File: config.mk
export PLATFORM = sky130hd
export DESIGN_NAME = ppu_pixel_fifo
export DESIGN_NICKNAME = d
export VERILOG_FILES = /design/src/hw/ppu_pix_pkg.sv /design/src/hw/ppu_pixel_fifo.sv
export SDC_FILE = /design/constraint.sdc
export NUM_CORES = 1
export LEC_CHECK = 0
export BUFFER_PORTS_ARGS = -buffer_cell sky130_fd_sc_hd__buf_2
export CORE_UTILIZATION = 49
export DETAILED_ROUTE_END_ITERATION = 8
export PLACE_DENSITY_LB_ADDON = 0.1
export RECOVER_POWER = 25
export SLEW_MARGIN = 0
export SYNTH_ARGS = -nofsm -noshare
export SYNTH_HDL_FRONTEND = slang
export SYNTH_SLANG_ARGS = --single-unit
File: constraint.sdc
create_clock -name clk -period 4.7 [get_ports clk]
set_clock_uncertainty 0.05 [all_clocks]
set_input_delay 1.41 -clock clk [delete_from_list [all_inputs] [get_ports clk]]
set_output_delay 1.41 -clock clk [all_outputs]
set_load 0.005 [all_outputs]
File: src/hw/ppu_pix_pkg.sv
package ppu_pix_pkg;

  // ==============================
  // Scanline timing
  // ==============================
  localparam logic [8:0] dots_per_line   = 9'd456;
  localparam logic [7:0] lines_per_frame = 8'd154;
  localparam logic [7:0] visible_lines   = 8'd144;

  // Last dot of OAM scan and of drawing
  localparam logic [8:0] mode2_end = 9'd80;
  localparam logic [8:0] mode3_end = 9'd252;

  localparam logic [7:0] screen_width = 8'd160;

  // Background FIFO entries
  localparam int fifo_depth = 16;

  typedef enum logic [1:0] {
    mode_hblank = 2'd0,
    mode_vblank = 2'd1,
    mode_oam    = 2'd2,
    mode_draw   = 2'd3
  } ppu_mode_t;

  // ==============================
  // Pixel types
  // ==============================

  // Slot 7 holds the leftmost pixel
  typedef logic [7:0][1:0] pixel_row_t;

  typedef struct packed {
    logic [7:0] x;
    logic [7:0] y;
    logic [1:0] shade;
  } screen_pixel_t;

endpackage

File: src/hw/ppu_pixel_fifo.sv
module ppu_pixel_fifo (
  input  logic                    clk,
  input  logic                    reset,
  input  logic                    flush,
  input  logic                    push,
  input  ppu_pix_pkg::pixel_row_t push_row,
  input  logic                    pop,
  output logic [1:0]              top_pixel,
  output logic                    empty,
  output logic                    room_for_row
);
  import ppu_pix_pkg::*;

  typedef logic [$clog2(fifo_depth)-1:0] ptr_t;
  typedef logic [$clog2(fifo_depth):0]   count_t;

  logic [1:0] mem [fifo_depth];
  ptr_t       rd_ptr;
  ptr_t       wr_ptr;
  count_t     count;
  count_t     count_next;

  always_comb begin
    count_next = count;
    if (push) count_next = count_next + count_t'($size(push_row));
    if (pop) count_next = count_next - count_t'(1);
  end

  always_ff @(posedge clk or posedge reset) begin
    if (reset) begin
      rd_ptr <= '0;
      wr_ptr <= '0;
      count  <= '0;
    end else if (flush) begin
      // New line, stale pixels dropped
      rd_ptr <= '0;
      wr_ptr <= '0;
      count  <= '0;
    end else begin
      if (push) wr_ptr <= wr_ptr + ptr_t'($size(push_row));
      if (pop) rd_ptr <= rd_ptr + ptr_t'(1);
      count <= count_next;
    end
  end

  // Whole row lands in one cycle, leftmost first
  always_ff @(posedge clk) begin
    if (push) begin
      for (int i = 0; i < $size(push_row); i++) begin
        mem[wr_ptr + ptr_t'(i)] <= push_row[$size(push_row) - 1 - i];
      end
    end
  end

  assign top_pixel    = mem[rd_ptr];
  assign empty        = (count == '0);
  assign room_for_row = (count <= count_t'(fifo_depth - $size(push_row)));

endmodule

# ---- Word-level counts from Yosys, hierarchy flattened
# Memories as Yosys holds them, arrays and structs flattened.
# Index checks and enable logic that the tools add are counted.
dict set report totals {
  mem_count 1
  regBits 13
  mem_bits_rw 32
  out_inout_bits 4
}
dict set report op_classes {
  mux 9
  magnitude_cmp 1
  reduce_logical 3
  addsub 11
}
# name words width rd rd_ports_with_merged_regs write_ports line
set mem_list {}
lappend mem_list {mem 16 2 1 0 8 ppu_pixel_fifo.sv:17} ;# logic [1:0] mem [fifo_depth];
# operator count
set op_table {}
lappend op_table {{4-bit by 3-bit adder with 4-bit output (second input constant)} 4}
lappend op_table {{4-bit two-way mux} 4}
lappend op_table {{5-bit two-way mux} 3}
lappend op_table {{4-bit by 1-bit adder with 4-bit output (second input constant)} 2}
lappend op_table {{4-bit by 2-bit adder with 4-bit output (second input constant)} 2}
lappend op_table {{5-bit by 4-bit adder with 5-bit output (second input constant)} 1}
lappend op_table {{5-bit by 4-bit less-or-equal comparator with 1-bit output (second input constant)} 1}
lappend op_table {{5-bit zero test} 1}
lappend op_table {{5-bit by 1-bit subtractor with 5-bit output (second input constant)} 1}
lappend op_table {{4-bit adder (second input constant)} 1}
lappend op_table {{2-bit nonzero test} 2}
lappend op_table {{1-bit two-way mux} 2}

# ---- Depth between registers and ports, before layout
# Gate-level depths: netlist of the first run.
dict set report logic_depth {
  depth_word 5
  depth_mapped 6
  ltp_nobuf 6
}

# ---- Least setup slack after synthesis of the first run
# Ideal clock, no wire load.
dict set report synth_timing {
  path_kind {flip-flop to output port}
  startpoint {register rd_ptr[0]}
  endpoint {output port top_pixel[0]}
  arrival_time_ps 1368
  n_path_buf 1
  stages_incl_launch_ff 6
  path_slack_ps 1872
  path_cell_list {dfrtp_1 -> buf_6 -> mux4_2 -> nor2b_1 -> a211oi_1 -> a21oi_1}
}
dict set report synth_via {
  elab_chain_len 1
}
# element line
set synth_rtl {}
lappend synth_rtl {{from (decl)} ppu_pixel_fifo.sv:18} ;# ptr_t rd_ptr;
lappend synth_rtl {{from (signal assigned)} ppu_pixel_fifo.sv:41} ;# if (pop) rd_ptr <= rd_ptr + ptr_t'(1);
lappend synth_rtl {{memory 16 x 2 bit} --}
lappend synth_rtl {{to (decl)} ppu_pixel_fifo.sv:8} ;# output logic [1:0] top_pixel,
# Every way passes these cells.

# ---- Worst setup path after layout of the first run
dict set report layout_timing {
  startpoint {register rd_ptr[0]}
  endpoint {output port top_pixel[1]}
}
# The elaborated chain is that of the path after synthesis.

==> results.md, run 1 <==
Status:
- The run finished with clean final reports.

Timing:
- The headroom to the max-slew limit is 61.0%.
- Setup repair after global routing left no endpoint under its margin.
- The slew of the pin with the lowest slew margin is 0.585 ns.
- The worst path needs 3.57 ns of the cycle, external delays included.
- The worst path uses 75.9% of the clock period.
- The hold slack is 0.534 ns.
- The post-route setup TNS is 0 ns.
- The max-slew violation count is 0.
- The fmax is 0.280 GHz.
- The count of final setup violators is 0.
- The final number of hold-violating endpoints came to 0.

Power and ir drop:
- Of the total power, combinational logic draws 15.2%.
- The clock share of power is 32.9%.
- The worst-case vdd ir drop is 0.227 mV.
- The total power is 0.880 mW.
- Sequential cells burn 51.9% of the power.
- The power density over cell area is 373 mW/mm².
- Summed over all cells, the static leakage comes to 1.03 nW.
- The switching power total is 0.201 mW.
- Net switching is 22.8% of the power.
- The internal power of the cells totals 0.679 mW.

Clock tree:
- No sink is reached through more buffers than the 2 on the longest clock path.
- The CTS tree is yes.
- The clock sink count is 42.
- The H-tree generated during clock tree synthesis spans 2 levels.
- In this run, post-CTS repair resized a total of 0 instances.
- The number of setup buffers added after CTS is 0.
- The CTS clock-pin slew for the worst setup and hold paths is 0.08 ns.
- The master cell of the clock root buffer is sky130_fd_sc_hd__clkbuf_8.
- The total CTS buffers is 5.
- Clock latency on the worst-skew pair, taken at its later pin, is 0.28 ns.
- The number of buffers inserted by hold repair at cts is 0.

Critical path:
- For the worst setup path, the data arrival time is 2.11 ns.
- Broken down by cell family, the worst path's largest delay share belongs to flip-flops.
- The worst setup path is captured at an output pin.
- At the worst endpoint, the required time is 3.24 ns.
- The largest individual stage delay along the critical path comes from the cell sky130_fd_sc_hd__dfrtp_1.
- By startpoint and endpoint, the worst setup path is classified as reg2out.
- For this run, the slowest stage of the critical path takes 0.70 ns.
- The count of buffering cells on the critical path with inverters included is 1.
- The kind of start point of the critical path is a flip-flop.
- In this run the worst path has a maximum fanout of 11.
- Traced cell by cell, the critical path runs through mux4_2, nor2b_1, a211oi_1, a21oi_1, buf_2.

Die:
- The floorplan row count is 23.
- For this design the top-level I/O count stands at 25.
- The initial cell density of the core is 52.1%.
- The die boundary width is 67.9 µm.
- The floorplan step defined a die boundary enclosing 0.00462 mm².
- The die is 67.9 µm tall.
- In this run the standard cell core region covers 0.00409 mm².

Routing:
- The total detailed-routing wirelength is 3.57 mm.
- The DRC violation count after routing is 0.
- The pre-antenna-repair detailed-routing pass consisted of 4 iterations.
- The via density per instance is 5.56.
- For this block, the via count after detailed routing is 1267.
- The first routing iteration left 68 violations.
- The remaining antenna violation count is 0.
- Dividing the detail-routed wire length by the instance count gives 15.7 µm.

Placement:
- The number of port buffers is 24.
- The detailed placer's ending HPWL is 2.62 mm.
- Summing all placed instances gives a cell area of 0.00225 mm².
- The final weighted congestion in routability-driven placement is 0.802.

Layout:
- In the final layout, flip-flops and latches occupy 0.00121 mm².
- The repair_antennas step left the layout with diodes totalling 0.
- The area taken by multi-input logic gates is 810 µm².
- In the layout the commonest cells are sky130_fd_sc_hd__edfxtp_1, sky130_fd_sc_hd__a21o_1, sky130_fd_sc_hd__buf_2, sky130_fd_sc_hd__nor2b_1, sky130_fd_sc_hd__dfrtp_1.
- The number of filler instances in the final layout is 342.
- The net count of the finished layout is 201.
- The most common library cell in the layout ignoring fill and taps is sky130_fd_sc_hd__edfxtp_1.
- The layout overhead on the synthesized area is 10.7%.
- The ratio of cells with drive above 1 in the final layout is 18.0%.
- With fillers left out, the area of the finished cells amounts to 0.00236 mm².

Synthesis:
- The register bit total from synthesis is 42.
- The number of nets produced by synthesis is 186.
- Summing the sequential cell areas from Yosys gives 56.8% of the chip area.
- The warning count from the yosys run is 0.
- The per-instance average area after synthesis is 13.2 µm².
- After synthesis the cells add up to 0.00213 mm².
- The cell count after synthesis is 162.
- The synthesized netlist contains 27 unique library cells.

Run:
- The tool flagged a number of max-cap violations equal to 0.

Global routing:
- The leftover overflow at the end of global routing is 0.
- The via count of the first global-routing pass is 1186.
- Global routing used 18.0% of the available tracks across all layers.
- Entering global routing, the biggest net connects 17 pins.
- The initial antenna violation count is 0.
- The first global-routing pass estimated 5.81 mm of wire.

Worst hold path:
- The path class of the tightest hold or removal check is reg2reg.
==> through the flow <==
| stage | instances | worst slack, ns | util [%] |
|---|---|---|---|
| final | 228 | 1.13 | 57.7 |
| after global placement | 220 | 1.44 | 55.0 |
| after global routing | 228 | 0.993 | 57.7 |
| after floorplan | 162 | 1.87 | - |
| after detailed placement | 220 | 1.41 | 55.0 |
| after CTS | 228 | 1.08 | 57.9 |
==> worst paths after layout <==
| check | start | endpoint | slack (ns) | cells after the start |
|---|---|---|---|---|
| max in group asynchronous | reset | count[2]$_DFFE_PP0P_ | 3.27 | 2 |
| min in group asynchronous | reset | count[0]$_DFFE_PP0P_ | 1.04 | 2 |
| setup reg to reg | wr_ptr[3]$_DFFE_PP0N_ | mem[9][0]$_DFFE_PP_ | 2.78 | 4 |
| setup / recovery | rd_ptr[0]$_DFFE_PP0P_ | top_pixel[1] | 1.13 | 5 |
| hold reg to reg | count[0]$_DFFE_PP0P_ | count[0]$_DFFE_PP0P_ | 0.53 | 2 |
| hold / removal | count[0]$_DFFE_PP0P_ | count[0]$_DFFE_PP0P_ | 0.53 | 2 |
==> cells by family (layout without fill, tap and decap cells) <==
family                   count (synthesis)  in the layout  share of synthesized area [%]
AO/OA/AOI/OAI                           37             37                           12.6
XOR/XNOR                                 7              7                           2.88
adder cells (fa/ha/maj)                  3              3                           1.76
buffers and inverters                   25             41                           5.17
flip-flops                              42             42                           56.8
multiplexers                            12             12                           11.4
AND/OR/NAND/NOR                         36             36                           9.34
==> layout make-up <==
class / count / area share, %
sequential: 42 / 51.3
inverter: 6 / 0.954
tap: 50 / 2.65
clock buffer: 7 / 3.66
timing repair buffer: 27 / 5.83
clock inverter: 1 / 1.27
multi-input combinational: 95 / 34.3
==> power groups by stage <==
stage / Sequential (mW) / Clock [mW] / Combinational (mW)
6_report: 0.456 / 0.290 / 0.134
5_1_grt: 0.461 / 0.309 / 0.151
4_1_cts: 0.457 / 0.297 / 0.136
3_5_place_dp: 0.465 / 0 / 0.136
3_3_place_gp: 0.464 / 0 / 0.130
2_1_floorplan: 0.452 / 0 / 0.111
==> synthesized netlist by cell type (all sizes together) <==
master,instances,area [µm²]
edfxtp,32,961
a21o,28,210
clkbuf,13,48.8
nor2b,11,68.8
dfrtp,10,250
nor2,9,33.8
mux4,8,203
buf,6,38.8
inv,6,22.5
and2,5,31.3
a21oi,4,20.0
mux2i,4,40.0
nand2,4,15.0
xnor2,4,35.0
a211oi,3,22.5
ha,3,37.5
xor2,3,26.3
nand3b,2,15.0
nor4b,2,17.5
a41o,1,10.0
nand2b,1,6.26
nand4,1,6.26
nor3,1,5.00
o22ai,1,6.26
==> sequential cells by signal (all words and copies together), names as in the netlist <==
register / cells
wr_ptr: 1
mem: 32
rd_ptr: 4
count: 5
==> worst min-delay path: stages, from the launching register on <==
cell and delay, ns:
sky130_fd_sc_hd__dfrtp_1 0.39, sky130_fd_sc_hd__xnor2_1 0.13, sky130_fd_sc_hd__nor2_1 0.04
==> metal layers <==
layer	wire length (µm)	track usage, %
met2	1660	26.7
met5	0	0
met4	52	6.25
met3	148	5.00
met1	1710	25.3
Power figures use the tool's default switching activity.
==> inputs of run 2 (changes only) <==
ABC_AREA = 1   (was unset)
clock period = 3.3 ns   (was 4.7 ns; I/O delays follow)
==> run 2 against run 1 <==
Compared with the run above: critical path depth rose by 3; sequential cell count stayed put; core utilization shrank 0.65 points; critical path type unchanged; setup slack lost 0.64 ns; largest power group unchanged; cell area increased by 0.27%; combinational power grew 28%; largest cell class unchanged.
==> results.md, run 2 <==
Critical path:
- The setup check on the worst reg-to-reg path leaves a slack of 1.61 ns.
- The highest fanout seen on the critical path is 19.
- The number of cells on the worst reg-to-reg path is 4.
- The kind of end point of the critical path is an output pin.
- For the worst setup path, the data arrival time is 1.77 ns.
- The kind of start point of the critical path is a flip-flop.
- The worst path required time is 2.26 ns.
- The critical register-to-register path startpoint is wr_ptr[3]$_DFFE_PP0N_.
- The most critical setup path has its startpoint at rd_ptr[0]$_DFFE_PP0P_.
- The critical path ends at top_pixel[0].
- The critical path in this run is classified as reg2out.
- In this run the critical register-to-register path is captured at mem[2][1]$_DFFE_PP_.

Synthesis:
- During synthesis, Yosys emitted a total of 0 warnings.
- Ranked by total cell area, the synthesized netlist is headed by sky130_fd_sc_hd__edfxtp_1, sky130_fd_sc_hd__dfrtp_1, sky130_fd_sc_hd__nand2_1.
- By count the netlist is led by sky130_fd_sc_hd__nand2_1, sky130_fd_sc_hd__inv_1, sky130_fd_sc_hd__edfxtp_1.
- The count of flip-flops with a built-in enable after synthesis is 32.
- The most numerous cell in the Yosys netlist is sky130_fd_sc_hd__nand2_1.
- The dominant register cell in the synthesized netlist is sky130_fd_sc_hd__edfxtp_1.
- The sequential element share of the synthesized area is 55.4%.
- Summed over its instances, the top area cell type makes up 44.0% of the synthesized netlist area.
- In this run, synthesis produced a sequential element count of 42.
- The number of distinct library cells after synthesis is 24.
- After synthesis, the mean cell area works out to 8.60 µm².
- Synthesis produced a netlist with a net count of 278.
- The synthesized area is 0.00218 mm².
- The largest area contributor in the synthesized netlist is sky130_fd_sc_hd__edfxtp_1.
- Counting flops with an async set or reset pin after synthesis yields a share of 23.8%.
- In the synthesized netlist, the number of instances is 254.

Timing:
- The final critical path takes up 85.0% of the cycle.
- The fmax is 0.356 GHz.
- The count of final setup violators is 0.
- The time the final worst path needs with I/O delays and setup is 2.81 ns.
- The headroom to the max-slew limit is 58.1%.
- The final number of hold-violating endpoints is 0.
- At the pin with the least slew margin, the transition time is 0.628 ns.
- In the post-route analysis, the smallest setup slack over all paths is 0.495 ns.
- Setup repair after global routing left no endpoint under its margin.
- Summed over all failing endpoints, the final setup total negative slack is 0 ns.
- The max-slew violation count is 0.

Die:
- Once the floorplan was initialized, standard cells occupied 52.7% of the core.
- The die is 68.8 µm tall.
- For this design the top-level I/O count stands at 25.
- The total die area is 0.00473 mm².
- The die is 68.8 µm wide.
- The floorplan row count is 23.
- The core region is 0.00414 mm².

Clock tree:
- The CTS tree is yes.
- The maximum level of the CTS H-tree is 2.
- The later pin in the worst-skew pair is clocked with a latency of 0.29 ns.
- Clock tree synthesis found a total of 42 sinks.
- Clock-pin slew was measured on the worst setup and hold paths at 0.07 ns.
- After clock tree synthesis, the setup repair step added 0 buffers.
- The clock passes through at most 2 buffers.
- After clock tree synthesis, the flow added hold-fix buffers numbering 0.
- The number of cells upsized or downsized after cts is 0.
- The total CTS buffers is 5.
- The tree is rooted in a sky130_fd_sc_hd__clkbuf_8.

Power and ir drop:
- The leakage dissipation is 1.15 nW.
- IR analysis of the VDD net gives a maximum drop of 0.295 mV.
- Overall power consumption after layout is estimated at 1.11 mW.
- Dividing total power by cell area gives a power density of 469 mW/mm².

Layout:
- Leaving out fill and tap cells, the most frequent cell in the layout is sky130_fd_sc_hd__nand2_1.
- The number of antenna diodes is 0.
- The layout overhead on the synthesized area is 8.30%.
- In the final design database the tool counted 298 nets.
- In the final layout, the registers with the most flip-flops are mem: 32 flops, count: 5 flops, rd_ptr: 4 flops.
- The final core area utilization is 57.1%.
- The flip-flop count of the largest register after layout is 32.
- The largest register by flop count is mem.
- Leaving out fill and tap cells, the most frequent cells in the layout are sky130_fd_sc_hd__nand2_1, sky130_fd_sc_hd__inv_1, sky130_fd_sc_hd__edfxtp_1, sky130_fd_sc_hd__nand3_1, sky130_fd_sc_hd__o21ai_0.
- The ratio of cells with drive above 1 in the final layout is 11.3%.
- The summed area of non-filler cells in the final layout is 0.00237 mm².

Global routing:
- The initial antenna violation count is 0.
- The largest net degree at the start of global routing is 20.
- The leftover overflow at the end of global routing is 0.
- The via count of the first global-routing pass was 1481.
- The total track usage is 21.4%.
- The global-route wire length before repair is 7.02 mm.

Run:
- Across the run, the number of max-cap violations was 0.

Routing:
- The via density per instance is 5.11.
- The number of design-rule violations left by the first detailed-router iteration is 149.
- The wire length per cell after detailed routing is 13.7 µm.
- For this run, design rule violations remaining after detail routing come to 0.
- The routed layout has 1656 vias.
- For this block, the routed nets add up to 4.44 mm of wire.
- The detail route stage leaves a number of antenna-violating nets equal to 0.
- The first TritonRoute pass finished after 4 iterations.

Placement:
- The detailed placer's ending HPWL is 3.24 mm.
- Port buffering added 24 buffers.
- Routability-driven placement finished with a final weighted congestion of 0.861.
- After detailed placement, the total cell area comes to 0.00229 mm².
- The post-place setup slack is 0.831 ns.

Worst hold path:
- The class of the worst hold path is reg2reg.

Status:
- The flow ran to the end, and the final reports show no timing, DRC or antenna violations.
run 2: cell count changes in the layout (fill, tap and decap cells not counted), sizes merged, moves of 4 or more:
cell   previous run  this run
inv               6        57
a21o             28         0
and2              5         0
nand2             4        55
nand3             0        26
mux4              8         0
nor2b            11         0
o21ai             0        35
mux2i             4         0
run 2: worst min path at each step:
stage	start	endpoint	slack [ns]	cells after the start
4_1_cts	count[0]$_DFFE_PP0P_	count[0]$_DFFE_PP0P_	0.45	1
5_1_grt	count[0]$_DFFE_PP0P_	count[0]$_DFFE_PP0P_	0.48	1
3_3_place_gp	count[0]$_DFFE_PP0P_	count[0]$_DFFE_PP0P_	0.43	1
3_5_place_dp	count[0]$_DFFE_PP0P_	count[0]$_DFFE_PP0P_	0.43	1
6_report	count[0]$_DFFE_PP0P_	count[0]$_DFFE_PP0P_	0.45	1
2_1_floorplan	count[0]$_DFFE_PP0P_	count[0]$_DFFE_PP0P_	0.41	1
run 2: metrics by stage:
stage,hold WS [ns],std cells
after floorplan,0.408,254
after global placement,0.434,317
after detailed placement,0.435,317
after CTS,0.446,324
after global routing,0.476,324
final,0.451,324
run 2: report_power, final:
group | switching [mW] | leakage [nW] | internal (mW) | total (mW)
combinational | 0.109 | 0.673 | 0.0621 | 0.172
clock | 0.160 | 0.0383 | 0.146 | 0.306
sequential | 0.0212 | 0.434 | 0.612 | 0.633
total | 0.291 | 1.15 | 0.820 | 1.11
run 2: critical path: stages (launching register included):
cell	delay, ns
sky130_fd_sc_hd__dfrtp_1	0.75
sky130_fd_sc_hd__inv_4	0.19
sky130_fd_sc_hd__nand2_1	0.12
sky130_fd_sc_hd__nand2_1	0.05
sky130_fd_sc_hd__nand2_1	0.05
sky130_fd_sc_hd__nand3_1	0.07
sky130_fd_sc_hd__nand3_1	0.08
sky130_fd_sc_hd__nand2_1	0.05
sky130_fd_sc_hd__buf_2	0.12
run 2: final cells by class:
cell class,count,area [µm²]
flip-flops and latches,42,1210
multi-input cells,142,672
inverters,58,220
fillers,403,1780
repair buffers,25,124
clock buffers,7,76.3
well taps,50,62.6
run 2: cell families after synthesis:
family	count (synthesis)	share of synthesized area [%]
AOI/OAI and AO/OA	43	10.1
and+or+nand+nor	95	18.6
DFF	42	55.4
buffers and inverters	70	13.8
xor gates and xnor gates	1	0.401
adders and majority gates	3	1.72
run 2: metal layers:
metal	routed length, µm	track usage (%)	vias up	part of all wire [%]
met3	235	4.44	5	5.3
li1	-	-	855	-
met4	51	7.91	0	1.1
met1	2160	31.2	749	49
met5	0	0	-	0
met2	1990	31.3	47	45
==> inputs of run 3 (changes only) <==
CORE_UTILIZATION = 55   (was 49)
==> run 3 against run 2 <==
Compared with the run above: core utilization grew 6.2 points; fmax grew 1.4%; sequential share of layout area shrank 0.081 points; clock power grew 7.2%; critical path depth is the same; combinational power is essentially flat.
==> results.md, run 3 (same netlist as run 2, synthesis figures left out) <==
Status:
- The run finished with clean final reports.

Clock tree:
- The master cell of the clock root buffer is sky130_fd_sc_hd__clkbuf_8.
- The total CTS buffers is 5.
- The maximum level of the CTS H-tree is 2.
- Post-CTS timing repair inserted 0 buffers for setup.
- The clock sink count is 42.
- Clock-pin slew was measured on the worst setup and hold paths at 0.07 ns.
- The source-to-sink clock delay at the later pin of the worst-skew pair is 0.28 ns.
- TritonCTS built the clock tree.
- For this design, the CTS-stage hold fixing added 0 buffers.
- In this run the deepest clock path goes through 2 buffers.
- Once the clock tree was built, the resizer swapped 0 gates to a different size.

Critical path:
- The critical path goes through inv_4, nand2_1, nand2_1, nand2_1, nand3_1, nand3_1, nand2_1, buf_2.
- The worst setup path is launched from a flip-flop.
- The maximum cell stage delay along the critical path is 0.73 ns.
- STA puts the critical path data arrival time at 1.73 ns.
- At the worst endpoint, the required time is 2.26 ns.
- The highest fanout seen on the critical path is 19.
- The most frequent cell on the critical path is sky130_fd_sc_hd__nand2_1.
- STA classifies the critical path endpoint as an output pin.
- The largest individual stage delay along the critical path comes from the cell sky130_fd_sc_hd__dfrtp_1.
- The critical setup path kind is reg2out.

Routing:
- The total detailed-routing wirelength is 4.02 mm.
- The via density per instance is 5.16.
- The number of design-rule violations left by the first detailed-router iteration is 100.
- The via count is 1661.
- The DRC violation count after routing is 0.
- Once detail routing completed, the nets flagged for antenna violations numbered 0.
- Dividing the detail-routed wire length by the instance count gives 12.5 µm.
- The number of search-and-repair iterations in the first detailed-routing pass is 6.

Layout:
- The library cells used most frequently in the layout, excluding fill and tap cells, are sky130_fd_sc_hd__nand2_1, sky130_fd_sc_hd__inv_1, sky130_fd_sc_hd__edfxtp_1, sky130_fd_sc_hd__nand3_1, sky130_fd_sc_hd__o21ai_0.
- The area taken by multi-input logic gates is 672 µm².
- The layout overhead on the synthesized area is 8.48%.
- The most common library cell in the layout ignoring fill and taps is sky130_fd_sc_hd__nand2_1.
- The largest registers in the layout are mem: 32 flops, count: 5 flops, rd_ptr: 4 flops.
- The final standard cell count with taps included and fillers excluded is 322.
- Summing all non-filler instances in the final layout gives an area of 0.00237 mm².
- The ratio of cells with drive above 1 in the final layout is 11.3%.
- The register with the most flip-flops in the layout has 32 of them.
- Summing all flip-flop and latch instances after layout gives 0.00121 mm².
- For this run, the post-layout net count is 297.
- The largest register by flop count is mem.
- After filler insertion, the fill cell instance count of the layout stands at 333.
- The final core area utilization is 63.3%.
- The number of antenna diodes is 0.

Timing:
- In this run the tightest slew margin relative to its limit is 60.1%.
- The slew of the pin with the lowest slew margin is 0.598 ns.
- The max-slew violation count is 0.
- The count of final setup violators is 0.
- Across all setup checks in the final design, the least slack found is 0.533 ns.
- Setup repair after global routing left no endpoint under its margin.
- Based on the critical path, the design can be clocked at up to 0.361 GHz.
- The time the final worst path needs with I/O delays and setup is 2.77 ns.
- The final number of hold-violating endpoints came to 0.
- Final hold analysis gives a worst-case slack of 0.449 ns.
- The part of the cycle the worst path needs is 83.9%.
- The post-route setup TNS is 0 ns.

Global routing:
- The via count of the first global-routing pass is 1495.
- The leftover overflow at the end of global routing is 0.
- The global-route wire length before repair is 6.82 mm.
- Global routing used 21.9% of the available tracks across all layers.
- The initial antenna violation count is 0.
- Entering global routing, the biggest net connects 22 pins.

Power and ir drop:
- The leakage dissipation is 1.15 nW.
- The power density over cell area is 477 mW/mm².
- The design draws 1.13 mW.
- Across the VDD grid, the largest voltage drop is 0.320 mV.

Placement:
- The detailed placer's ending HPWL is 3.02 mm.
- The post-place setup slack is 0.870 ns.
- The number of cells after detailed placement is 314.
- At the end of routability-driven placement, the weighted congestion stood at 0.846.
- The number of port buffers is 24.
- The area of placed instances is 0.00228 mm².

Run:
- Max-cap violations in this run came to 0.

Die:
- From left edge to right edge, the die measures 65.0 µm.
- The floorplan row count is 22.
- The core region is 0.00374 mm².
- The die covers 0.00423 mm².
- From bottom edge to top edge, the die measures 65.0 µm.
- The I/O pin total is 25.
- The initial cell density of the core is 58.4%.

Worst hold path:
- The class of the worst hold path is reg2reg.
-- run 3: changes by cell type in the layout (fill, tap and decap cells not counted) --
cell and change:
sky130_fd_sc_hd__clkbuf_8 +1, sky130_fd_sc_hd__buf_4 -1
-- run 3: critical path: cells and delay by family (launching register included) --
kind	cells	cell delay [ns]
flops	1	0.73
simple gates	6	0.43
buf+inv	2	0.30
-- run 3: routing by layer --
layer | share of wire [%] | GRT usage (%)
met1 | 51 | 32.5
met2 | 42 | 30.7
met3 | 6.1 | 5.99
met4 | 0.95 | 7.34
met5 | 0 | 0
-- run 3: path summary, 6_finish.rpt --
kind | startpoint | endpoint | slack [ns] | cells past startpoint
min in group asynchronous | reset | count[1]$_DFFE_PP0P_ | 0.63 | 2
worst max-delay path | rd_ptr[0]$_DFFE_PP0P_ | top_pixel[1] | 0.53 | 8
worst min-delay path | count[0]$_DFFE_PP0P_ | count[0]$_DFFE_PP0P_ | 0.45 | 1
max in group asynchronous | reset | wr_ptr[3]$_DFFE_PP0N_ | 2.28 | 2
worst min register to register | count[0]$_DFFE_PP0P_ | count[0]$_DFFE_PP0P_ | 0.45 | 1
worst max register to register | wr_ptr[3]$_DFFE_PP0N_ | mem[14][0]$_DFFE_PP_ | 1.54 | 3
-- run 3: power by group --
part | switching, mW | total (mW) | internal (mW)
logic | 0.108 | 0.169 | 0.0618
registers | 0.0213 | 0.633 | 0.612
clock network | 0.157 | 0.328 | 0.171
-- run 3: layout make-up --
class | count | area share, %
flip-flops and latches | 42 | 51.1
well taps | 48 | 2.53
multi-input cells | 142 | 28.4
repair buffers | 24 | 4.91
clock buffers | 8 | 3.80
inverters | 58 | 9.29
